===== config.mk =====
export PLATFORM = sky130hd
export DESIGN_NAME = lsi_eth_bridge_top
export DESIGN_NICKNAME = d
export VERILOG_FILES = /design/src/hdl/lsi_pkg.sv /design/src/hdl/lsi_skid_buffer.sv /design/src/hdl/lsi_req_decode.sv /design/src/hdl/lsi_wb_execute.sv /design/src/hdl/lsi_resp_result.sv /design/src/hdl/lsi_reg_target.sv /design/src/hdl/lsi_eth_bridge_top.sv
export SDC_FILE = /design/constraint.sdc
export NUM_CORES = 1
export LEC_CHECK = 0
export BUFFER_PORTS_ARGS = -buffer_cell sky130_fd_sc_hd__buf_2
export CAP_MARGIN = 20
export CORE_MARGIN = 5
export CORE_UTILIZATION = 65
export CTS_CLUSTER_SIZE = 24
export DETAILED_ROUTE_END_ITERATION = 7
export GPL_ROUTABILITY_DRIVEN = 0
export MAX_ROUTING_LAYER = met4
export PLACE_DENSITY_LB_ADDON = 0.2
export SETUP_SLACK_MARGIN = 0.15
export SKIP_CTS_REPAIR_TIMING = 1
export SYNTH_ARGS = -nofsm -noshare
export SYNTH_HDL_FRONTEND = slang
export SYNTH_SLANG_ARGS = --single-unit

===== constraint.sdc =====
create_clock -name host_clk_i -period 9.83 [get_ports host_clk_i]
set_clock_uncertainty 0.1 [all_clocks]
set_input_delay 0.983 -clock host_clk_i [delete_from_list [all_inputs] [get_ports host_clk_i]]
set_output_delay 0.983 -clock host_clk_i [all_outputs]
set_load 0.03 [all_outputs]

===== src/hdl/lsi_pkg.sv =====
`default_nettype none

package lsi_pkg;

    // lsi channel field widths
    localparam int SBSP_W = 14;
    localparam int DATA_W = 32;

    // control bus word address, same width as the ethernet core ctrl port
    localparam int WB_ADR_W = 30;

    // register target layout
    localparam int NUM_REGS = 16;
    localparam int REG_IDX_W = $clog2(NUM_REGS);
    localparam int ID_REG_IDX = 15;
    localparam logic [DATA_W-1:0] ID_VALUE = 32'h4C45_7401;

    // rx opcode, anything past write is illegal
    typedef enum logic [2:0] {
        OPC_READ  = 3'b000,
        OPC_WRITE = 3'b001
    } lsi_opc_e;

    // tx error code
    typedef enum logic [1:0] {
        ERR_NONE   = 2'b00,
        ERR_BUS    = 2'b01,
        ERR_OPCODE = 2'b10
    } lsi_err_e;

    // raw lsi request, 49 bits, same order as the rx concatenation
    typedef struct packed {
        logic [SBSP_W-1:0] sbsp;
        logic [DATA_W-1:0] data;
        lsi_opc_e          opc;
    } lsi_req_t;

    // decoded bus command
    typedef struct packed {
        logic [WB_ADR_W-1:0] adr;
        logic [DATA_W-1:0]   wdata;
        logic                we;
        logic                illegal;
    } lsi_cmd_t;

    // bus master side
    typedef struct packed {
        logic                cyc;
        logic                stb;
        logic                we;
        logic [WB_ADR_W-1:0] adr;
        logic [DATA_W-1:0]   dat_w;
    } wb_req_t;

    // bus target side
    typedef struct packed {
        logic              ack;
        logic              err;
        logic [DATA_W-1:0] dat_r;
    } wb_rsp_t;

    // lsi response word
    typedef struct packed {
        logic [DATA_W-1:0] data;
        lsi_err_e          err_code;
    } lsi_rsp_t;

endpackage

`default_nettype wire


===== src/hdl/lsi_skid_buffer.sv =====
`timescale 1ns/1ps
`default_nettype none

module lsi_skid_buffer (
    input  wire logic            host_clk_i,
    input  wire logic            rst_n_i,
    input  wire logic            in_vld_i,
    input  wire lsi_pkg::lsi_req_t in_req_i,
    output logic                 in_busy_o,
    output logic                 out_vld_o,
    output lsi_pkg::lsi_req_t    out_req_o,
    input  wire logic            out_busy_i
);

    logic              main_vld_q;
    logic              skid_vld_q;
    lsi_pkg::lsi_req_t main_req_q;
    lsi_pkg::lsi_req_t skid_req_q;
    logic              in_acc;
    logic              main_free;

    // busy is just the skid flag, so it comes straight from a flop
    assign in_busy_o = skid_vld_q;
    assign in_acc    = in_vld_i && !skid_vld_q;

    // main slot can take a word when empty or being drained this edge
    assign main_free = !main_vld_q || !out_busy_i;

    always_ff @(posedge host_clk_i or negedge rst_n_i) begin
        if (!rst_n_i) begin
            main_vld_q <= 1'b0;
            skid_vld_q <= 1'b0;
        end else if (main_free) begin
            // skid goes first so order holds
            if (skid_vld_q) begin
                main_vld_q <= 1'b1;
                skid_vld_q <= 1'b0;
            end else begin
                main_vld_q <= in_acc;
            end
        end else if (in_acc) begin
            // downstream stalled, park the late arrival
            skid_vld_q <= 1'b1;
        end
    end

    // payload flops
    always_ff @(posedge host_clk_i) begin
        if (main_free) begin
            main_req_q <= skid_vld_q ? skid_req_q : in_req_i;
        end
        if (!main_free && in_acc) begin
            skid_req_q <= in_req_i;
        end
    end

    assign out_vld_o = main_vld_q;
    assign out_req_o = main_req_q;

endmodule

`default_nettype wire


===== src/hdl/lsi_req_decode.sv =====
`timescale 1ns/1ps
`default_nettype none

module lsi_req_decode (
    input  wire logic              host_clk_i,
    input  wire logic              rst_n_i,
    input  wire logic              req_vld_i,
    input  wire lsi_pkg::lsi_req_t req_i,
    output logic                   req_busy_o,
    output logic                   cmd_vld_o,
    output lsi_pkg::lsi_cmd_t      cmd_o,
    input  wire logic              cmd_busy_i
);

    logic              cmd_vld_q;
    lsi_pkg::lsi_cmd_t cmd_q;
    lsi_pkg::lsi_cmd_t cmd_d;

    // full and stalled, nothing moves
    assign req_busy_o = cmd_vld_q && cmd_busy_i;

    // opcode classification
    always_comb begin
        cmd_d.adr     = lsi_pkg::WB_ADR_W'(req_i.sbsp);
        cmd_d.wdata   = req_i.data;
        cmd_d.we      = (req_i.opc == lsi_pkg::OPC_WRITE);
        // codes 2..7 never reach the bus
        cmd_d.illegal = (req_i.opc != lsi_pkg::OPC_READ) &&
                        (req_i.opc != lsi_pkg::OPC_WRITE);
    end

    always_ff @(posedge host_clk_i or negedge rst_n_i) begin
        if (!rst_n_i) begin
            cmd_vld_q <= 1'b0;
        end else if (!req_busy_o) begin
            cmd_vld_q <= req_vld_i;
        end
    end

    always_ff @(posedge host_clk_i) begin
        if (!req_busy_o && req_vld_i) begin
            cmd_q <= cmd_d;
        end
    end

    assign cmd_vld_o = cmd_vld_q;
    assign cmd_o     = cmd_q;

endmodule

`default_nettype wire


===== src/hdl/lsi_wb_execute.sv =====
`timescale 1ns/1ps
`default_nettype none

module lsi_wb_execute (
    input  wire logic              host_clk_i,
    input  wire logic              rst_n_i,
    input  wire logic              cmd_vld_i,
    input  wire lsi_pkg::lsi_cmd_t cmd_i,
    output logic                   cmd_busy_o,
    output lsi_pkg::wb_req_t       wb_req_o,
    input  wire lsi_pkg::wb_rsp_t  wb_rsp_i,
    output logic                   rsp_vld_o,
    output lsi_pkg::lsi_rsp_t      rsp_o,
    input  wire logic              rsp_busy_i
);

    typedef enum logic [1:0] {
        ST_IDLE,
        ST_BUS,
        ST_HOLD
    } exe_state_e;

    exe_state_e                     state_q;
    logic                           cmd_take;
    logic                           bus_done;
    logic                           we_q;
    logic [lsi_pkg::WB_ADR_W-1:0]   adr_q;
    logic [lsi_pkg::DATA_W-1:0]     dat_w_q;
    lsi_pkg::lsi_rsp_t              rsp_q;

    // one command in flight, idle is the only state that accepts
    assign cmd_busy_o = (state_q != ST_IDLE);
    assign cmd_take   = cmd_vld_i && (state_q == ST_IDLE);
    assign bus_done   = (state_q == ST_BUS) && (wb_rsp_i.ack || wb_rsp_i.err);

    always_ff @(posedge host_clk_i or negedge rst_n_i) begin
        if (!rst_n_i) begin
            state_q <= ST_IDLE;
        end else begin
            case (state_q)
                ST_IDLE: begin
                    // illegal opcode skips the bus entirely
                    if (cmd_vld_i) begin
                        state_q <= cmd_i.illegal ? ST_HOLD : ST_BUS;
                    end
                end
                ST_BUS: begin
                    if (bus_done) begin
                        state_q <= ST_HOLD;
                    end
                end
                ST_HOLD: begin
                    if (!rsp_busy_i) begin
                        state_q <= ST_IDLE;
                    end
                end
                default: state_q <= ST_IDLE;
            endcase
        end
    end

    // command and outcome payload
    always_ff @(posedge host_clk_i) begin
        if (cmd_take) begin
            adr_q   <= cmd_i.adr;
            we_q    <= cmd_i.we;
            dat_w_q <= cmd_i.wdata;
        end
        if (cmd_take && cmd_i.illegal) begin
            rsp_q.data     <= '0;
            rsp_q.err_code <= lsi_pkg::ERR_OPCODE;
        end else if (bus_done) begin
            // writes answer with zero data
            rsp_q.data     <= we_q ? '0 : wb_rsp_i.dat_r;
            rsp_q.err_code <= wb_rsp_i.err ? lsi_pkg::ERR_BUS : lsi_pkg::ERR_NONE;
        end
    end

    // stb drops in the ack/err cycle so the target sees exactly one strobe
    assign wb_req_o.cyc   = (state_q == ST_BUS);
    assign wb_req_o.stb   = (state_q == ST_BUS) && !(wb_rsp_i.ack || wb_rsp_i.err);
    assign wb_req_o.we    = we_q;
    assign wb_req_o.adr   = adr_q;
    assign wb_req_o.dat_w = dat_w_q;

    assign rsp_vld_o = (state_q == ST_HOLD);
    assign rsp_o     = rsp_q;

endmodule

`default_nettype wire


===== src/hdl/lsi_resp_result.sv =====
`timescale 1ns/1ps
`default_nettype none

module lsi_resp_result (
    input  wire logic                      host_clk_i,
    input  wire logic                      rst_n_i,
    input  wire logic                      rsp_vld_i,
    input  wire lsi_pkg::lsi_rsp_t         rsp_i,
    output logic                           rsp_busy_o,
    output logic                           tx_vld_o,
    output logic [lsi_pkg::DATA_W-1:0]     tx_data_o,
    output logic [1:0]                     tx_err_code_o,
    input  wire logic                      tx_busy_i
);

    logic              tx_vld_q;
    lsi_pkg::lsi_rsp_t tx_q;
    logic              load;

    // stalled word blocks the execute stage
    assign rsp_busy_o = tx_vld_q && tx_busy_i;

    // empty, or current word leaves this edge
    assign load = !rsp_busy_o;

    always_ff @(posedge host_clk_i or negedge rst_n_i) begin
        if (!rst_n_i) begin
            tx_vld_q <= 1'b0;
        end else if (load) begin
            tx_vld_q <= rsp_vld_i;
        end
    end

    always_ff @(posedge host_clk_i) begin
        if (load && rsp_vld_i) begin
            tx_q <= rsp_i;
        end
    end

    assign tx_vld_o      = tx_vld_q;
    assign tx_data_o     = tx_q.data;
    assign tx_err_code_o = tx_q.err_code;

endmodule

`default_nettype wire


===== src/hdl/lsi_reg_target.sv =====
`timescale 1ns/1ps
`default_nettype none

module lsi_reg_target (
    input  wire logic             host_clk_i,
    input  wire logic             rst_n_i,
    input  wire lsi_pkg::wb_req_t wb_req_i,
    output lsi_pkg::wb_rsp_t      wb_rsp_o
);

    logic [lsi_pkg::DATA_W-1:0]    regs_q [lsi_pkg::NUM_REGS];
    logic [lsi_pkg::REG_IDX_W-1:0] idx;
    logic [lsi_pkg::DATA_W-1:0]    dat_r_q;
    logic                          ack_q;
    logic                          err_q;
    logic                          hit;
    logic                          in_range;
    logic                          id_wr;
    logic                          good;

    // new strobe only, never answer twice for one cycle
    assign hit      = wb_req_i.cyc && wb_req_i.stb && !ack_q && !err_q;
    assign idx      = wb_req_i.adr[lsi_pkg::REG_IDX_W-1:0];
    assign in_range = (wb_req_i.adr < lsi_pkg::NUM_REGS);
    // id register is read only
    assign id_wr    = wb_req_i.we && (idx == lsi_pkg::REG_IDX_W'(lsi_pkg::ID_REG_IDX));
    assign good     = in_range && !id_wr;

    // ack or err, one cycle after stb is sampled
    always_ff @(posedge host_clk_i or negedge rst_n_i) begin
        if (!rst_n_i) begin
            ack_q <= 1'b0;
            err_q <= 1'b0;
        end else begin
            ack_q <= hit && good;
            err_q <= hit && !good;
        end
    end

    // register file
    always_ff @(posedge host_clk_i or negedge rst_n_i) begin
        if (!rst_n_i) begin
            for (int i = 0; i < lsi_pkg::NUM_REGS; i++) begin
                regs_q[i] <= (i == lsi_pkg::ID_REG_IDX) ? lsi_pkg::ID_VALUE : '0;
            end
        end else if (hit && good && wb_req_i.we) begin
            regs_q[idx] <= wb_req_i.dat_w;
        end
    end

    // read data, zero outside the map
    always_ff @(posedge host_clk_i) begin
        if (hit) begin
            dat_r_q <= in_range ? regs_q[idx] : '0;
        end
    end

    assign wb_rsp_o.ack   = ack_q;
    assign wb_rsp_o.err   = err_q;
    assign wb_rsp_o.dat_r = dat_r_q;

endmodule

`default_nettype wire


===== src/hdl/lsi_eth_bridge_top.sv =====
`timescale 1ns/1ps
`default_nettype none

module lsi_eth_bridge_top (
    input  wire logic                          host_clk_i,
    input  wire logic                          rst_n_i,
    input  wire logic                          lsioc_rx_vld_i,
    input  wire logic [lsi_pkg::SBSP_W-1:0]    lsioc_rx_sbsp_i,
    input  wire logic [lsi_pkg::DATA_W-1:0]    lsioc_rx_data_i,
    input  wire logic [2:0]                    lsioc_rx_opc_i,
    output logic                               lsioc_rx_busy_o,
    output logic                               lsioc_tx_vld_o,
    output logic [lsi_pkg::DATA_W-1:0]         lsioc_tx_data_o,
    output logic [1:0]                         lsioc_tx_err_code_o,
    input  wire logic                          lsioc_tx_busy_i
);

    lsi_pkg::lsi_req_t rx_req;
    lsi_pkg::lsi_req_t work_req;
    lsi_pkg::lsi_cmd_t cmd;
    lsi_pkg::lsi_rsp_t rsp;
    lsi_pkg::wb_req_t  wb_req;
    lsi_pkg::wb_rsp_t  wb_rsp;
    logic              work_vld;
    logic              work_busy;
    logic              cmd_vld;
    logic              cmd_busy;
    logic              rsp_vld;
    logic              rsp_busy;

    // rx fields into one request word
    assign rx_req.sbsp = lsioc_rx_sbsp_i;
    assign rx_req.data = lsioc_rx_data_i;
    assign rx_req.opc  = lsi_pkg::lsi_opc_e'(lsioc_rx_opc_i);

    lsi_skid_buffer u_skid (
        .host_clk_i (host_clk_i),
        .rst_n_i    (rst_n_i),
        .in_vld_i   (lsioc_rx_vld_i),
        .in_req_i   (rx_req),
        .in_busy_o  (lsioc_rx_busy_o),
        .out_vld_o  (work_vld),
        .out_req_o  (work_req),
        .out_busy_i (work_busy)
    );

    lsi_req_decode u_decode (
        .host_clk_i (host_clk_i),
        .rst_n_i    (rst_n_i),
        .req_vld_i  (work_vld),
        .req_i      (work_req),
        .req_busy_o (work_busy),
        .cmd_vld_o  (cmd_vld),
        .cmd_o      (cmd),
        .cmd_busy_i (cmd_busy)
    );

    lsi_wb_execute u_execute (
        .host_clk_i (host_clk_i),
        .rst_n_i    (rst_n_i),
        .cmd_vld_i  (cmd_vld),
        .cmd_i      (cmd),
        .cmd_busy_o (cmd_busy),
        .wb_req_o   (wb_req),
        .wb_rsp_i   (wb_rsp),
        .rsp_vld_o  (rsp_vld),
        .rsp_o      (rsp),
        .rsp_busy_i (rsp_busy)
    );

    lsi_resp_result u_result (
        .host_clk_i    (host_clk_i),
        .rst_n_i       (rst_n_i),
        .rsp_vld_i     (rsp_vld),
        .rsp_i         (rsp),
        .rsp_busy_o    (rsp_busy),
        .tx_vld_o      (lsioc_tx_vld_o),
        .tx_data_o     (lsioc_tx_data_o),
        .tx_err_code_o (lsioc_tx_err_code_o),
        .tx_busy_i     (lsioc_tx_busy_i)
    );

    // stands in for the ethernet core ctrl block
    lsi_reg_target u_target (
        .host_clk_i (host_clk_i),
        .rst_n_i    (rst_n_i),
        .wb_req_i   (wb_req),
        .wb_rsp_o   (wb_rsp)
    );

endmodule

`default_nettype wire


== Word level (Yosys, flattened, before mapping) ==
Cells that the tools add are included.
Operators by class
  magnitude comparators: 3
  shift-type cells: 0
  bitwise logic cells: 1
  $mul: 0
  muxes and demuxes: 17
  div/mod/pow operators: 0
  reductions and logical operators: 37
  $add $sub $neg: 0
  equal/unequal tests: 8
Operators by type and width (count)
  bitwise mux 512 bit: 1
  binary-select mux 32 bit (select 4 bit): 1
  demux 32 bit (select 4 bit): 1
  two-way mux 32 bit: 4
  two-way mux 49 bit: 1
  logical AND 1 bit: 20
  less-than comparator 14 x 5 -> 1 bit (second input constant): 1
  logical NOT 1 bit: 10
  two-way mux 2 bit: 4
  != test 2 bit (second input constant): 3
  case mux 2 bit (3 select lines): 1
  greater-or-equal comparator 5 bit (second input constant): 1
  less-than comparator 5 x 1 -> 1 bit (second input constant): 1
  NOT 4 -> 5 bit: 1
  equality test 4 bit (second input constant): 1
  two-way mux 1 bit: 4
  nonzero test 2 bit: 2
  equality test 3 x 1 -> 1 bit (second input constant): 1
  != test 3 x 1 -> 1 bit (second input constant): 1
  AND reduction 3 bit: 1
  nonzero test 3 bit: 1
  equality test 2 x 1 -> 1 bit (second input constant): 1
  equality test 2 bit (second input constant): 1
  logical NOT 2 bit: 1
  logical OR 1 bit: 2
Storage, ports and cells
  word-level logic and storage cells: 107
  memories kept: 0
  input port bits: 53
  register bits: 813
  bits in writable memories: 0
  bits in read-only memories: 0
  latch bits: 0

== Logic depth before layout (Yosys ltp) ==
Gate-level depths: netlist (run 1).
  depth in word-level cells: 8
  gate-level depth with buffers: 7
  gate-level depth less buffers: 6

== Cells and area by module ==
Synthesis (run 1) repeated with hierarchy kept, for this count alone.
Unflattened totals
  cell total of the unflattened synthesis: 1962
  area total of the unflattened synthesis: 34132.7 um^2
Modules (own cells, without submodules)
  lsi_reg_target: area an instance 23916.7 um^2, cells an instance 1456, times used 1
  lsi_skid_buffer: area an instance 3856.2 um^2, cells an instance 159, times used 1
  lsi_wb_execute: area an instance 3663.5 um^2, cells an instance 238, times used 1
  lsi_req_decode: area an instance 1625.3 um^2, cells an instance 71, times used 1
  lsi_resp_result: area an instance 1071.0 um^2, cells an instance 38, times used 1

== Worst setup path before layout (run 1) ==
OpenSTA, ideal clock, no wires.
  kind: reg2reg
  start: reg u_execute.state_q[1]
  end: reg u_skid.skid_req_q[0] (netlist bit), enable pin
  arrival: 5.748 ns
  period minus slack after synthesis: 6.375 ns
  setup slack: 3.455 ns
  path buffers: 0
  cell stages (with the launch flop): 3
  path through: dfrtp_1 > o211ai_1 > nor3b_1
On the way
  word-level cells in the longest chain between the ends: 6
Ends and longest elaborated chain
  start: declaration: line lsi_wb_execute.sv:23  | exe_state_e state_q;
  start signal: assignment: line lsi_wb_execute.sv:44  | state_q <= cmd_i.illegal ? ST_HOLD : ST_BUS;
  nonzero test 2 bit: line lsi_wb_execute.sv:32  | assign cmd_busy_o = (state_q != ST_IDLE);
  logical AND 1 bit: line lsi_req_decode.sv:20  | assign req_busy_o = cmd_vld_q && cmd_busy_i;
  logical NOT 1 bit
  logical OR 1 bit: line lsi_skid_buffer.sv:27  | assign main_free = !main_vld_q || !out_busy_i;
  logical NOT 1 bit: line lsi_skid_buffer.sv:52  | if (!main_free && in_acc) begin
  logical AND 1 bit: line lsi_skid_buffer.sv:52
  end signal: assignment: line lsi_skid_buffer.sv:53  | skid_req_q <= in_req_i;
  end: declaration: line lsi_skid_buffer.sv:18  | lsi_pkg::lsi_req_t skid_req_q;
No other way between the ends.
A chain may end at the register's enable or synchronous reset.

== Worst setup path in the final report (run 1) ==
  start: reg u_execute.state_q[1]
  end: reg u_target.regs_q[233] (netlist bit)
On the way
  word-level cells in the longest chain between the ends: 7
Ends and longest elaborated chain
  equality test 2 x 1 -> 1 bit (*): line lsi_wb_execute.sv:80, lsi_wb_execute.sv:81
  logical AND 1 bit: line lsi_wb_execute.sv:81  | assign wb_req_o.stb = (state_q == ST_BUS) && !(wb_rsp_i.ack || wb_rsp_i.err);
  logical AND 1 bit (*) (3 in a row): line lsi_reg_target.sv:22  | assign hit = wb_req_i.cyc && wb_req_i.stb && !ack_q && !err_q;
  via u_target.hit: line lsi_reg_target.sv:16  | logic hit;
  logical AND 1 bit (*) (2 in a row): line lsi_reg_target.sv:46  | end else if (hit && good && wb_req_i.we) begin
  end signal: indexed assignment: line lsi_reg_target.sv:44  | regs_q[i] <= (i == lsi_pkg::ID_REG_IDX) ? lsi_pkg::ID_VALUE : '0;
  end signal: indexed assignment: line lsi_reg_target.sv:47  | regs_q[idx] <= wb_req_i.dat_w;
  end: declaration: line lsi_reg_target.sv:11  | logic [lsi_pkg::DATA_W-1:0] regs_q [lsi_pkg::NUM_REGS];
Mark *: on every way through the listed nets, which the timed path passes. The rest lies on a longest branch.

==> flow_summary_export.csv, run 1 <==
group,metric,value,unit
outcome,run_status,"finished clean",
worst_setup_path,reg2reg_slack,5480,ps
logic_synthesis,ys_async_sr_fraction,64.0,%
hold_path,min_from,"u_target.regs_q[16]",
die,rows,82,
routing,drtAntennaViolNets,0,
logic_synthesis,yosysTopAreaCellShare,38.5,%
clock_network,h-tree-depth,3,
sta,rsz0062_at_grt,"false",
clock_network,cts.sinks,813,
worst_setup_path,r2r_end,"u_target.regs_q[233]",
hold_path,hp-class,"reg -> reg",
placement,hpwl,40.0,mm
worst_setup_path,endpoint_kind,"register",
logic_synthesis,ys_top_cells_by_area,"dfrtp_1 (38%), edfxtp_1 (23%), mux2_2 (17%)",
routing,drc,0,
sta,worst_slew_pin_slew,1140,ps
sta,setup_viol,0,
worst_setup_path,start_kind,"register",
sta,post-route-min-period,4350,ps
grt,grt_pass1_vias,18300,
logic_synthesis,synthFlopType,"dfrtp_1",
layout,drive_above_1_share,46.8,%
placement,pre_cts_slack,5530,ps
power_and_ir_drop,p_leak,16.3,nW
logic_synthesis,yosysSeqAreaShare,64.9,%
layout,diodes,0,
worst_setup_path,critical_path.max_fanout,37,
clock_network,clock-root-buffer,"clkbuf_16",
power_and_ir_drop,ir_drop,0.332,mV
clock_network,clk_latency,620,ps
logic_synthesis,synth_top_family_by_area,"multiplexers",
layout,area_growth,11.5,%
flow_run,drv_cap,0,
worst_setup_path,critical_path_class,"reg -> reg",
clock_network,cts.path.max_buffers,3,
worst_setup_path,reg2reg_depth,7,
layout,nNetsFinal,1997,
routing,routed_wl,69.0,mm
die,die_w,236,um
sta,finalCritPeriodShare,44.2,%
logic_synthesis,synth.avg_cell_area,17.4,sq um
die,start_util,65.9,%
logic_synthesis,synth_xor_area_share,0,%
clock_network,cts_tree,"built",
sta,hold_viol_final,0,
die,num_io_pins,89,
routing,wl_met3,3.79,mm
logic_synthesis,synthAdderAreaFrac,0,%
clock_network,clkSlewWorstSetupHoldPaths,60,ps
logic_synthesis,ys_types,42,
grt,grt_max_degree,137,
sta,worst_slack,5480,ps
logic_synthesis,synthesis.area,33100,sq um
power_and_ir_drop,p_per_area,254,nW/um^2
die,die_y,236,um
logic_synthesis,synth_compound_area_share,1.53,%
logic_synthesis,synthMuxAreaShare,28.8,%
hold_path,min_path_cells,0,
sta,relSlewSlack,24.0,%
placement,numPortBuffers,88,
worst_setup_path,reg2reg_from,"u_execute.state_q[1]",
power_and_ir_drop,total_power,0.00938,W
grt,track_usage,26.0,%
worst_setup_path,cp.arrival,4730,ps
logic_synthesis,yosys_warnings,0,
routing,vias,16800,
die,fp.dieArea,55600,sq um
clock_network,cts_buffers,80,
logic_synthesis,yosys.area.top_type,"dfrtp_1",
grt,antenna_found_initial,1,
hold_path,hold_path_end,"u_target.regs_q[16]",
routing,vias_per_cell,6.27,
sta,holdWs,264,ps
routing,wl_met2,34.7,mm
logic_synthesis,synth_edf_count,259,
worst_setup_path,crit_required,10220,ps
sta,fin_setup_tns,0,ps
sta,clock.fmax,230,MHz
routing,first_pass_iters,5,
layout,utilization,73.4,%
grt,grt_pass1_wl,108,mm
routing,wl_per_cell,25.7,um
logic_synthesis,synthCells,1902,
logic_synthesis,synthSimpleGateAreaFrac,2.43,%
die,coreArea,50300,sq um
logic_synthesis,ys_seq_elements,813,
routing,wl_met1,28.7,mm
routing,drtIter0Drc,1250,
routing,top_layer,"met4",
sta,slew_violations,0,
grt,grt-ovfl-total,0,
logic_synthesis,synth_fp_nets,1955,
report_power, final:
group          switching, W  internal [W]
clock network       0.00127       0.00188
logic               0.00107      0.000481
registers          0.000462       0.00422
how the worst max path moves through the flow:
stage / to / slack, ps / depth (start not counted) / from
2_1_floorplan: u_skid.skid_req_q[0] / 3460 / 2 / u_execute.state_q[1]
3_3_place_gp: u_target.regs_q[195] / 5680 / 7 / u_execute.state_q[1]
3_5_place_dp: u_target.regs_q[426] / 5530 / 7 / u_execute.state_q[1]
4_1_cts: u_target.regs_q[431] / 5470 / 7 / u_execute.state_q[1]
5_1_grt: u_target.regs_q[258] / 5300 / 7 / u_execute.state_q[1]
6_report: u_target.regs_q[233] / 5480 / 7 / u_execute.state_q[1]
cell type report:
| cell class | instances | area (sq um) |
|---|---|---|
| Sequential cell | 813 | 21500 |
| Inverter | 3 | 11.3 |
| Multi-Input combinational cell | 912 | 10900 |
| Clock inverter | 39 | 495 |
| Fill cell | 2992 | 13400 |
| Timing Repair Buffer | 134 | 872 |
| Tap cell | 672 | 841 |
| Clock buffer | 111 | 2260 |
cell usage after synthesis (all sizes together) (2+ instances only):
| cell | instances |
|---|---|
| a21oi | 34 |
| and3 | 3 |
| buf | 62 |
| clkbuf | 112 |
| dfrtp | 509 |
| dfstp | 11 |
| dfxtp | 34 |
| edfxtp | 259 |
| inv | 3 |
| mux2 | 561 |
| mux2i | 32 |
| mux4 | 128 |
| nand2 | 38 |
| nand2b | 4 |
| nand3b | 34 |
| nand4 | 4 |
| nor2 | 8 |
| nor3 | 12 |
| nor4 | 7 |
| o21ai | 3 |
| o2bb2ai | 32 |
| or2 | 2 |
flip-flops by register name, indices dropped and copies added (netlist names), 2 cells and up:
signal / flops
u_execute.adr_q: 14
u_target.dat_r_q: 32
u_execute.state_q: 2
u_target.regs_q: 512
u_result.tx_err_code_o: 2
u_skid.skid_req_q: 49
u_execute.rsp_o: 34
u_skid.out_req_o: 49
u_execute.dat_w_q: 32
u_result.tx_data_o: 32
u_decode.cmd_o: 48
per-layer routing:
metal	vias up	global-route usage [%]
met2	431	41.3
met1	9059	34.8
li1	7218	-
met4	0	7.99
met3	124	5.18
met5	-	-
metrics by stage:
| step | area [sq um] | instances |
|---|---|---|
| 2_1_floorplan | 33100 | 1902 |
| 3_3_place_gp | 34100 | 2530 |
| 4_1_cts | 36800 | 2681 |
| 5_1_grt | 36900 | 2684 |
| 6_report | 36900 | 2684 |
| 3_5_place_dp | 34100 | 2531 |
cell families (layout without fill, tap and decap cells):
logic type	Yosys count	in the layout
flops	813	813
mux	721	721
buf+inv	177	287
compound gates	74	74
simple gates	117	117
critical path: stages, from the launching register on:
cell	delay, ps
dfrtp_1	430
and2b_1	330
nand2_1	130
inv_2	820
nand4_4	540
nor3_4	950
buf_4	490
mux2_2	390
placed cells by master, fill, tap and decap left out, drive strengths merged, types with 10 or more instances in the layout:
cell type    n
clkinv      24
nand2       38
edfxtp     259
buf        134
dfstp       11
a21oi       34
dfxtp       34
nor3        12
mux2       561
o2bb2ai     32
mux4       128
bufinv      10
nand3b      34
mux2i       32
dfrtp      509
clkbuf     111
Note: power is estimated with default switching activity, not from simulation.
==> run 2, diff against run 1 <==
--- a/config.mk
+++ b/config.mk
@@ -8,7 +8,7 @@
 export BUFFER_PORTS_ARGS = -buffer_cell sky130_fd_sc_hd__buf_2
 export CAP_MARGIN = 20
 export CORE_MARGIN = 5
-export CORE_UTILIZATION = 65
+export CORE_UTILIZATION = 62
 export CTS_CLUSTER_SIZE = 24
 export DETAILED_ROUTE_END_ITERATION = 7
 export GPL_ROUTABILITY_DRIVEN = 0
==> constraint.sdc (replaced) <==
create_clock -name host_clk_i -period 4.4 [get_ports host_clk_i]
set_clock_uncertainty 0.1 [all_clocks]
set_input_delay 0.44 -clock host_clk_i [delete_from_list [all_inputs] [get_ports host_clk_i]]
set_output_delay 0.44 -clock host_clk_i [all_outputs]
set_load 0.03 [all_outputs]
==> flow_summary_export.csv, run 2 (same netlist as run 1, synthesis figures left out) <==
group,metric,value,unit
worst_setup_path,crit_required,4790,ps
routing,vias,17000,
grt,grt_pass1_vias,18400,
die,coreArea,52800,sq um
die,die_y,241,um
die,die_w,241,um
clock_network,h-tree-depth,3,
worst_setup_path,reg2reg_from,"u_execute.state_q[1]",
sta,rsz0062_at_grt,"false",
hold_path,hp-class,"in -> reg",
outcome,run_status,"finished clean",
grt,grt_pass1_wl,108,mm
routing,drtAntennaViolNets,0,
power_and_ir_drop,total_power,0.0208,W
layout,stdcell_area,37400,sq um
layout,nFillCells,3248,
power_and_ir_drop,ir_drop,0.767,mV
routing,drc,0,
clock_network,cts_tree,"built",
layout,diodes,0,
grt,antenna_found_initial,0,
sta,clock.fmax,303,MHz
clock_network,cts.path.max_buffers,3,
routing,wl_met2,34.4,mm
sta,relSlewSlack,32.2,%
layout,drive_above_1_share,45.7,%
routing,wl_met3,3.60,mm
hold_path,min_path_cells,3,
worst_setup_path,r2r_end,"u_target.regs_q[121]",
sta,finalCritPeriodShare,75.1,%
die,rows,84,
worst_setup_path,critical_path_class,"reg -> reg",
worst_setup_path,critical_path.max_fanout,27,
worst_setup_path,cp.arrival,3690,ps
routing,routed_wl,69.5,mm
clock_network,clock-root-buffer,"clkbuf_16",
hold_path,min_from,"lsioc_tx_busy_i",
worst_setup_path,reg2reg_slack,1100,ps
routing,top_layer,"met4",
die,start_util,62.8,%
worst_setup_path,reg2reg_depth,8,
sta,slew_violations,0,
placement,place_area,34300,sq um
flow_run,drv_cap,0,
die,num_io_pins,89,
clock_network,cts_buffers,81,
layout,area_growth,13.1,%
layout,nNetsFinal,2057,
grt,grt-ovfl-total,0,
power_and_ir_drop,p_per_area,555,nW/um^2
clock_network,clkSlewWorstSetupHoldPaths,60,ps
die,fp.dieArea,58100,sq um
layout,largest_reg_flops,512,
hold_path,hold_path_end,"u_result.tx_vld_o",
routing,first_pass_iters,5,
routing,vias_per_cell,6.16,
routing,drtIter0Drc,1154,
power_and_ir_drop,p_leak,16.6,nW
worst_setup_path,endpoint_kind,"register",
layout,largest_register,"u_target.regs_q",
sta,setup_viol,0,
sta,post-route-min-period,3300,ps
routing,wl_met1,29.5,mm
worst_setup_path,start_kind,"register",
clock_network,clk_latency,630,ps
layout,layout_commonest_cell,"mux2_2",
sta,holdWs,25.9,ps
placement,hpwl,39.7,mm
clock_network,cts.sinks,813,
grt,track_usage,25.1,%
sta,worst_slew_pin_slew,1020,ps
placement,numPortBuffers,88,
grt,grt_max_degree,117,
worst_setup_path,critPathLaunch,"u_execute.state_q[1]",
layout,mostFrequentLayoutCells,"mux2_2 (514), dfrtp_1 (508), edfxtp_1 (259)",
sta,fin_setup_tns,0,ps
routing,wl_per_cell,25.2,um
sta,hold_viol_final,0,
==> run 2: cell count changes in the layout (fill, tap and decap cells not counted), sizes merged <==
| cell | delta |
|---|---|
| clkbuf | +4 |
| clkinv | -1 |
| dlygate4sd3 | +51 |
| buf | +8 |
| clkinvlp | +1 |
| inv | +2 |
| bufinv | -4 |
==> run 2: layout make-up <==
class,count,area (sq um),area share (%)
clock buffer,115,2280,6.08
timing repair buffer,193,1480,3.96
sequential,813,21500,57.4
tap,688,861,2.30
inverter,3,11.3,0.0301
clock inverter,37,379,1.01
multi-input combinational,912,10900,29.2
==> run 2: critical path, stage by stage (launching register included) <==
cell and delay (ps):
dfrtp_1 420, and2b_1 310, nand2_1 130, inv_2 90
buf_4 360, nand4_1 370, nor3_4 420, buf_4 550
mux2_2 400
==> run 2: where the power goes <==
| part | switching (W) | internal [W] | total (W) |
|---|---|---|---|
| registers | 0.00106 | 0.00942 | 0.0105 |
| logic | 0.00234 | 0.00112 | 0.00346 |
| clock network | 0.00285 | 0.00399 | 0.00684 |
| total | 0.00625 | 0.0145 | 0.0208 |
==> run 2: layer usage <==
layer,track usage (%),vias up
li1,-,7323
met1,34.8,9120
met2,39.5,423
met3,4.62,136
met4,6.82,0
met5,-,-
==> run 2: metrics by stage <==
step / worst slack, ps / utilization [%] / cells
floorplan: -1970 / - / 1902
global placement: 1200 / 64.9 / 2557
detailed placement: 1090 / 64.9 / 2557
CTS: 1060 / 70.0 / 2709
global route: 936 / 71.0 / 2761
finish: 1100 / 71.0 / 2761
==> run 2: worst max-delay path by stage <==
stage	end	slack (ps)	cells past startpoint
floorplan	u_skid.skid_req_q[0]	-1970	2
global placement	u_target.regs_q[121]	1200	8
detailed placement	u_target.regs_q[111]	1090	8
CTS	u_target.regs_q[121]	1060	8
global route	u_target.regs_q[373]	940	8
finish	u_target.regs_q[121]	1100	8
